$ cat src/wts_defs.svh
/*
 * Widths and counts shared by the wave table sound mixer.
 * Included by the package and by every RTL module that sizes a port.
 */
`ifndef WTS_DEFS_SVH
`define WTS_DEFS_SVH

// Channels and slots are the same thing here, one slot per channel
`define WTS_CHANNELS    6
`define WTS_SAMPLE_W    8

// 32 samples per channel, RAM address is {channel, wave index}
`define WTS_WAVE_AW     5
`define WTS_RAM_AW      8

`define WTS_VOLUME_W    4
`define WTS_FREQ_W      12
`define WTS_OUT_W       12

`endif

$ cat src/wts_pkg.sv
/*
 * Types shared by the wave table sound mixer.
 * Modules take them with a wildcard import in their header.
 */
`include "wts_defs.svh"

package wts_pkg;

	// Rotating slot, also used as the channel id on every port
	typedef enum logic [$clog2(`WTS_CHANNELS)-1:0] {
		SLOT_A = 3'd0,
		SLOT_B = 3'd1,
		SLOT_C = 3'd2,
		SLOT_D = 3'd3,
		SLOT_E = 3'd4,
		SLOT_F = 3'd5
	} slot_t;

	// High bit feeds the left bus, low bit feeds the right bus
	typedef enum logic [1:0] {
		PAN_OFF   = 2'b00,
		PAN_RIGHT = 2'b01,
		PAN_LEFT  = 2'b10,
		PAN_BOTH  = 2'b11
	} pan_t;

endpackage

$ cat src/wts_channel_mixer.sv
/*
 * Channel mixer. Scales each slot's sample by its volume, routes it by pan
 * and sums one frame of six slots into 12-bit offset-binary outputs.
 */
`timescale 1ns/1ns
`include "wts_defs.svh"

module wts_channel_mixer
	import wts_pkg::*;
(
	input  logic                                        clk,
	input  logic                                        nreset,
	input  logic signed [`WTS_SAMPLE_W-1:0]             sample,
	input  slot_t                                       sample_slot,
	input  logic [`WTS_CHANNELS-1:0][`WTS_VOLUME_W-1:0] volume,
	input  pan_t [`WTS_CHANNELS-1:0]                    pan,
	output logic [`WTS_OUT_W-1:0]                       left_out,
	output logic [`WTS_OUT_W-1:0]                       right_out
);

	localparam int PROD_W = `WTS_SAMPLE_W + `WTS_VOLUME_W + 1;
	localparam int TERM_W = `WTS_SAMPLE_W + 1;

	logic [`WTS_VOLUME_W-1:0]       vol_sel;
	pan_t                           pan_sel;
	logic signed [PROD_W-1:0]       product;
	logic signed [TERM_W-1:0]       term;
	logic signed [`WTS_OUT_W-1:0]   term_wide;
	logic signed [`WTS_OUT_W-1:0]   left_term;
	logic signed [`WTS_OUT_W-1:0]   right_term;
	logic signed [`WTS_OUT_W-1:0]   left_acc;
	logic signed [`WTS_OUT_W-1:0]   right_acc;
	logic signed [`WTS_OUT_W-1:0]   left_sum;
	logic signed [`WTS_OUT_W-1:0]   right_sum;

	// ------------------------------------------------------------------
	// Volume scaling and panning
	// ------------------------------------------------------------------
	assign vol_sel = volume[sample_slot];
	assign pan_sel = pan[sample_slot];

	// Volume is unsigned, so it gets a zero sign bit before the multiply
	assign product = sample * $signed({1'b0, vol_sel});

	// Dropping the low 4 bits of a signed product is floor(x / 16)
	assign term      = product[PROD_W-1:`WTS_VOLUME_W];
	assign term_wide = {{(`WTS_OUT_W - TERM_W){term[TERM_W-1]}}, term};

	assign left_term  = pan_sel[1] ? term_wide : '0;
	assign right_term = pan_sel[0] ? term_wide : '0;

	assign left_sum  = left_acc + left_term;
	assign right_sum = right_acc + right_term;

	// ------------------------------------------------------------------
	// Frame accumulation
	// ------------------------------------------------------------------
	always_ff @(posedge clk) begin
		if (!nreset) begin
			left_acc  <= '0;
			right_acc <= '0;
		end else if (sample_slot == SLOT_F) begin
			left_acc  <= '0;
			right_acc <= '0;
		end else begin
			left_acc  <= left_sum;
			right_acc <= right_sum;
		end
	end

	// Offset binary is the two's complement sum with its top bit flipped
	always_ff @(posedge clk) begin
		if (!nreset) begin
			left_out  <= 12'h800;
			right_out <= 12'h800;
		end else if (sample_slot == SLOT_F) begin
			left_out  <= {~left_sum[`WTS_OUT_W-1], left_sum[`WTS_OUT_W-2:0]};
			right_out <= {~right_sum[`WTS_OUT_W-1], right_sum[`WTS_OUT_W-2:0]};
		end
	end

endmodule

$ cat src/wts_core.sv
/*
 * Top level of the wave table sound mixer. The sequencer feeds the wave RAM,
 * whose registered samples feed the mixer. The CPU reaches the RAM directly.
 */
`timescale 1ns/1ns
`include "wts_defs.svh"

module wts_core
	import wts_pkg::*;
(
	input  logic                                        clk,
	input  logic                                        nreset,
	input  logic [`WTS_CHANNELS-1:0]                    key_on,
	input  logic [`WTS_CHANNELS-1:0][`WTS_FREQ_W-1:0]   frequency_count,
	input  logic [`WTS_CHANNELS-1:0][`WTS_VOLUME_W-1:0] volume,
	input  pan_t [`WTS_CHANNELS-1:0]                    pan,
	input  slot_t                                       sram_id,
	input  logic [`WTS_WAVE_AW-1:0]                     sram_a,
	input  logic [`WTS_SAMPLE_W-1:0]                    sram_d,
	input  logic                                        sram_we,
	input  logic                                        sram_oe,
	output logic [`WTS_SAMPLE_W-1:0]                    sram_q,
	output logic                                        sram_q_en,
	output logic [`WTS_OUT_W-1:0]                       left_out,
	output logic [`WTS_OUT_W-1:0]                       right_out
);

	slot_t                              slot;
	logic [`WTS_WAVE_AW-1:0]            wave_index;
	logic signed [`WTS_SAMPLE_W-1:0]    sample;
	slot_t                              sample_slot;

	wts_wave_sequencer wave_sequencer_inst (
		.clk             (clk),
		.nreset          (nreset),
		.key_on          (key_on),
		.frequency_count (frequency_count),
		.slot            (slot),
		.wave_index      (wave_index)
	);

	wts_wave_ram wave_ram_inst (
		.clk         (clk),
		.nreset      (nreset),
		.slot        (slot),
		.wave_index  (wave_index),
		.sram_id     (sram_id),
		.sram_a      (sram_a),
		.sram_d      (sram_d),
		.sram_we     (sram_we),
		.sram_oe     (sram_oe),
		.sram_q      (sram_q),
		.sram_q_en   (sram_q_en),
		.sample      (sample),
		.sample_slot (sample_slot)
	);

	wts_channel_mixer channel_mixer_inst (
		.clk         (clk),
		.nreset      (nreset),
		.sample      (sample),
		.sample_slot (sample_slot),
		.volume      (volume),
		.pan         (pan),
		.left_out    (left_out),
		.right_out   (right_out)
	);

endmodule

$ cat src/wts_wave_ram.sv
/*
 * Shared wave RAM, 32 signed samples per channel. Playback reads every cycle;
 * a CPU request is held until the rotating slot reaches its channel.
 */
`timescale 1ns/1ns
`include "wts_defs.svh"

module wts_wave_ram
	import wts_pkg::*;
(
	input  logic                        clk,
	input  logic                        nreset,
	input  slot_t                       slot,
	input  logic [`WTS_WAVE_AW-1:0]     wave_index,
	input  slot_t                       sram_id,
	input  logic [`WTS_WAVE_AW-1:0]     sram_a,
	input  logic [`WTS_SAMPLE_W-1:0]    sram_d,
	input  logic                        sram_we,
	input  logic                        sram_oe,
	output logic [`WTS_SAMPLE_W-1:0]    sram_q,
	output logic                        sram_q_en,
	output logic signed [`WTS_SAMPLE_W-1:0] sample,
	output slot_t                       sample_slot
);

	localparam int DEPTH = `WTS_CHANNELS * (1 << `WTS_WAVE_AW);

	logic [`WTS_SAMPLE_W-1:0] wave_mem [DEPTH];

	logic                     req_we;
	logic                     req_oe;
	slot_t                    req_id;
	logic [`WTS_WAVE_AW-1:0]  req_a;
	logic [`WTS_SAMPLE_W-1:0] req_d;
	logic                     req_done;
	logic [`WTS_RAM_AW-1:0]   cpu_addr;
	logic [`WTS_RAM_AW-1:0]   play_addr;

	// ------------------------------------------------------------------
	// CPU request latch
	// ------------------------------------------------------------------
	// A fresh strobe wins over completion and replaces a pending request
	always_ff @(posedge clk) begin
		if (!nreset) begin
			req_we <= 1'b0;
			req_oe <= 1'b0;
			req_id <= SLOT_A;
		end else if (sram_we || sram_oe) begin
			req_we <= sram_we;
			req_oe <= sram_oe;
			req_id <= sram_id;
		end else if (req_done) begin
			req_we <= 1'b0;
			req_oe <= 1'b0;
		end
	end

	always_ff @(posedge clk) begin
		if (sram_we || sram_oe) begin
			req_a <= sram_a;
			req_d <= sram_d;
		end
	end

	assign req_done  = (req_we || req_oe) && (slot == req_id);
	assign cpu_addr  = {req_id, req_a};
	assign play_addr = {slot, wave_index};

	// ------------------------------------------------------------------
	// Array access
	// ------------------------------------------------------------------
	always_ff @(posedge clk) begin
		if (req_done && req_we) begin
			wave_mem[cpu_addr] <= req_d;
		end
		if (req_done && req_oe) begin
			sram_q <= wave_mem[cpu_addr];
		end
	end

	always_ff @(posedge clk) begin
		if (!nreset) begin
			sram_q_en <= 1'b0;
		end else begin
			sram_q_en <= req_done && req_oe;
		end
	end

	// Sample and its slot leave together, one cycle behind the sequencer
	always_ff @(posedge clk) begin
		if (!nreset) begin
			sample      <= '0;
			sample_slot <= SLOT_A;
		end else begin
			sample      <= wave_mem[play_addr];
			sample_slot <= slot;
		end
	end

	q_en_single_pulse: assert property (
		@(posedge clk) disable iff (!nreset)
		sram_q_en |=> !sram_q_en
	) else $error("sram_q_en high for two cycles");

	no_we_oe_together: assert property (
		@(posedge clk) disable iff (!nreset)
		!(sram_we && sram_oe)
	) else $error("sram_we and sram_oe strobed together");

endmodule

$ cat src/wts_wave_sequencer.sv
/*
 * Slot sequencer. Visits one channel per clock and steps that channel's
 * wave index once every frequency_count+1 visits. key_on restarts a channel.
 */
`timescale 1ns/1ns
`include "wts_defs.svh"

module wts_wave_sequencer
	import wts_pkg::*;
(
	input  logic                                        clk,
	input  logic                                        nreset,
	input  logic [`WTS_CHANNELS-1:0]                    key_on,
	input  logic [`WTS_CHANNELS-1:0][`WTS_FREQ_W-1:0]   frequency_count,
	output slot_t                                       slot,
	output logic [`WTS_WAVE_AW-1:0]                     wave_index
);

	logic [`WTS_FREQ_W-1:0]  divider [`WTS_CHANNELS];
	logic [`WTS_WAVE_AW-1:0] index [`WTS_CHANNELS];

	// ------------------------------------------------------------------
	// Slot rotation A .. F, one slot per cycle
	// ------------------------------------------------------------------
	always_ff @(posedge clk) begin
		if (!nreset) begin
			slot <= SLOT_A;
		end else if (slot == SLOT_F) begin
			slot <= SLOT_A;
		end else begin
			slot <= slot_t'(slot + 3'd1);
		end
	end

	// ------------------------------------------------------------------
	// Per channel divider and wave index
	// ------------------------------------------------------------------
	// A channel only advances on its own visit, so one visit is one frame
	always_ff @(posedge clk) begin
		for (int ch = 0; ch < `WTS_CHANNELS; ch++) begin
			if (!nreset || key_on[ch]) begin
				divider[ch] <= '0;
				index[ch]   <= '0;
			end else if (slot == slot_t'(ch)) begin
				if (divider[ch] == frequency_count[ch]) begin
					divider[ch] <= '0;
					// Wraps at 32 by width
					index[ch]   <= index[ch] + 1'b1;
				end else begin
					divider[ch] <= divider[ch] + 1'b1;
				end
			end
		end
	end

	// Index of the visited channel, before this visit's update
	assign wave_index = index[slot];

	// The RAM and the mixer both index 6-entry tables with the slot
	slot_in_range: assert property (
		@(posedge clk) disable iff (!nreset)
		slot inside {[SLOT_A:SLOT_F]}
	) else $error("slot left the range A to F");

endmodule
$ cat config.mk
export PLATFORM = sky130hd
export DESIGN_NAME = wts_core
export DESIGN_NICKNAME = d
export VERILOG_FILES = /design/src/wts_pkg.sv /design/src/wts_channel_mixer.sv /design/src/wts_core.sv /design/src/wts_wave_ram.sv /design/src/wts_wave_sequencer.sv
export VERILOG_INCLUDE_DIRS = /design/src
export SDC_FILE = /design/constraint.sdc
export NUM_CORES = 2
export LEC_CHECK = 0
export ABC_AREA = 1
export BUFFER_PORTS_ARGS = -buffer_cell sky130_fd_sc_hd__buf_2
export CELL_PAD_IN_SITES_DETAIL_PLACEMENT = 0
export CELL_PAD_IN_SITES_GLOBAL_PLACEMENT = 1
export CORE_MARGIN = 5
export CORE_UTILIZATION = 54
export DETAILED_ROUTE_END_ITERATION = 16
export PLACE_DENSITY = 0.85
export REMOVE_ABC_BUFFERS = 1
export SKIP_LAST_GASP = 1
export SLEW_MARGIN = 20
export SYNTH_ARGS = -nofsm -noshare
export SYNTH_HDL_FRONTEND = slang
export SYNTH_SLANG_ARGS = --single-unit
$ cat constraint.sdc
create_clock -name clk -period 16.2 [get_ports clk]
set_input_delay 1.62 -clock clk [delete_from_list [all_inputs] [get_ports clk]]
set_output_delay 1.62 -clock clk [all_outputs]
set_load 0.02 [all_outputs]
==> flow_summary_export.csv <==
group,metric,value,unit
floorplanning,dieArea,0.174,sq mm
synth,synth_async_sr_flop_share,0,%
drt,ant_nets,0,
timing,tightest_slew,1.23,ns
clock_network,post_cts_resized,0,
run,drv_cap,0,
drt,drc_errors,0,
synth,syn-cell-area,0.0895,sq mm
timing,period_share,38.7,%
cells_and_area,drive_above_1_share,6.33,%
timing,relSlewSlack,18.0,%
power_and_ir_drop,p_int,0.00811,W
clock_network,cts_hold_buffers,0,
timing,final.setup.tns,0,ns
power_and_ir_drop,seqPwrFrac,42.0,%
floorplanning,core,0.165,sq mm
global_routing,grt_max_degree,193,
drt,first_iter_violations,10700,
floorplanning,rows,149,
drt,vias_per_cell,6.25,
place,hpwl,176,mm
cells_and_area,final_common_cell,"nand2_1",
drt,num_vias,73300,
critical_path,path_class,"reg -> reg",
clock_network,clockBufferDepth,3,
clock_network,cts_setup_buffers,0,
timing,rsz0062_at_grt,"no",
place,numPortBuffers,166,
cells_and_area,design_area,0.0972,sq mm
outcome,status,"complete, no violations",
power_and_ir_drop,pwr-share-comb,23.0,%
clock_network,clock-sinks,1727,
synth,synth_top_area_share,55.7,%
clock_network,h-tree-depth,4,
place,place.gp.congestion,0.924,
synth,ys.flop_type,"edfxtp_1",
worst_hold_path,hp-class,"reg -> reg",
synth,synth_warnings,0,
global_routing,grt_pass1_vias,69200,
clock_network,cts_buffers,183,
synth,synth-edff-count,1659,
power_and_ir_drop,p_leak,39.3,nW
power_and_ir_drop,ir_drop,0.118,mV
power_and_ir_drop,power_frac_clock,35.0,%
cells_and_area,areaGrowthSynthToFinish,8.70,%
drt,routed_wl,305,mm
clock_network,clk_latency,0.84,ns
synth,synth.distinct_cells,55,
timing,maxSlewViolCount,0,
critical_path,critPathMaxFanout,19,
power_and_ir_drop,p_sw_share,32.4,%
floorplanning,io_pins,167,
synth,synth_seq_cells,1727,
drt,firstDrtPassIters,9,
critical_path,cp_slowest_stage_delay,0.72,ns
clock_network,clock-root-buffer,"clkbuf_16",
timing,min_period,6.28,ns
critical_path,startpoint_type,"flip-flop",
power_and_ir_drop,power.switching,0.00388,W
cells_and_area,final_net_count,9585,
clock_network,tritoncts,"done",
global_routing,grt.overflow.total,0,
synth,synth_seq_area_share,57.2,%
cells_and_area,layout_common_cells,"nand2_1 (1,984), nand3_1 (1,662), edfxtp_1 (1,659), inv_1 (1,570), a22oi_1 (438)",
synth,synth_area_leaders,"edfxtp_1 (56%), nand3_1 (9.3%), nand2_1 (8.4%)",
critical_path,crit_path_end_kind,"flip-flop",
synth,yosys.area.top_type,"edfxtp_1",
timing,fin_skew,0.0366,ns
clock_network,clk_pin_slew,0.06,ns
floorplanning,die_y,417,um
timing,timing.fmax,159,MHz
place,placed_cell_area,0.0913,sq mm
global_routing,grt_pass1_wl,445,mm
synth,avgSynthCellArea,9.39,sq um
timing,hold_viol,0,
floorplanning,die_w,417,um
global_routing,grt_use_total,33.9,%
power_and_ir_drop,power.density,123,mW/mm^2
synth,synth_cells,9523,
power_and_ir_drop,power.total,0.0120,W
critical_path,cpMostUsedCell,"nand2_1",
global_routing,antenna_found_initial,7,
timing,setup_viol,0,
drt,wl_per_cell,26.0,um
critical_path,cp.required,16.92,ns
critical_path,crit_arrival,7.00,ns
timing,holdWs,0.455,ns
floorplanning,start_util,54.3,%
critical_path,crit_slowest_cell,"dfxtp_1",
critical path, delay by kind of cell, from the launching register on:
family | cells | cell delay, ns
buffers and inverters | 4 | 0.60
flip-flops | 1 | 0.72
adder cells (fa/ha/maj) | 5 | 1.71
XOR/XNOR | 1 | 0.17
AO/OA/AOI/OAI | 9 | 1.55
AND/OR/NAND/NOR | 16 | 1.45
stage by stage:
| step | instances | util [%] | setup slack (ns) |
|---|---|---|---|
| 2_1_floorplan | 8903 | - | -0.911 |
| 3_3_place_gp | 11400 | 55.4 | 9.32 |
| 3_5_place_dp | 11400 | 55.4 | 9.27 |
| 4_1_cts | 11700 | 59.0 | 9.97 |
| 5_1_grt | 11700 | 59.0 | 9.30 |
| 6_report | 11700 | 59.0 | 9.92 |
synth_stat cells (58+ instances only):
library cell,number
a21oi_1,90
nand4_1,78
xnor2_1,58
nand2_1,1992
clkbuf_1,244
nor2_1,418
a22oi_1,438
dfxtp_1,68
o221ai_1,337
o211ai_1,63
inv_1,1570
buf_2,285
o21ai_0,69
ha_1,61
edfxtp_1,1659
nand3b_1,81
nand3_1,1662
xor2_1,73
layout make-up:
cell class	count	area, sq um
fillers	13900	67600
repair buffers	284	1920
multi-input cells	5591	29500
clock inverters	104	1080
inverters	1585	5980
flip-flops and latches	1727	51200
diodes	8	20.0
clock buffers	231	4850
well taps	2189	2740
worst paths after layout:
check	startpoint	to	slack [ns]	cells past startpoint
max	wave_ram_inst.sample_slot[0]	channel_mixer_inst.right_out[10]	9.92	35
max reg2reg	wave_ram_inst.sample_slot[0]	channel_mixer_inst.right_out[10]	9.92	35
min	channel_mixer_inst.right_out[1]	channel_mixer_inst.right_out[1]	0.46	2
min reg2reg	channel_mixer_inst.right_out[1]	channel_mixer_inst.right_out[1]	0.46	2
per-layer routing:
metal | track usage, % | vias up | routed length, um
met5 | 0 | - | 13
met4 | 18.1 | 2 | 17200
met3 | 8.60 | 888 | 37600
met2 | 51.8 | 4837 | 137000
met1 | 44.7 | 35200 | 113000
li1 | - | 32400 | -
flip-flops by register name, indices dropped and copies added (netlist names), 12 cells and up:
register                      cells
channel_mixer_inst.left_acc      12
channel_mixer_inst.left_out      12
channel_mixer_inst.right_acc     12
channel_mixer_inst.right_out     12
wave_ram_inst.wave_mem         1536
wave_sequencer_inst.divider      72
wave_sequencer_inst.index        30
power groups by stage:
stage	Clock [W]	Sequential (W)	Combinational (W)
finish	0.00420	0.00504	0.00276
global route	0.00441	0.00504	0.00292
global placement	0	0.00513	0.00263
detailed placement	0	0.00513	0.00266
CTS	0.00421	0.00504	0.00267
floorplan	0	0.00518	0.00177
cells by family (layout without fill, tap and decap cells):
logic type / count (synthesis) / count (layout) / share of synthesized area (%)
adder cells (fa/ha/maj): 79 / 79 / 1.26
other: 0 / 8 / 0
flip-flops: 1727 / 1727 / 57.2
AO/OA/AOI/OAI: 1070 / 1070 / 9.06
XOR/XNOR: 131 / 131 / 1.28
buffers and inverters: 2205 / 2204 / 9.99
AND/OR/NAND/NOR: 4311 / 4311 / 21.2
Power figures use the tool's default switching activity.
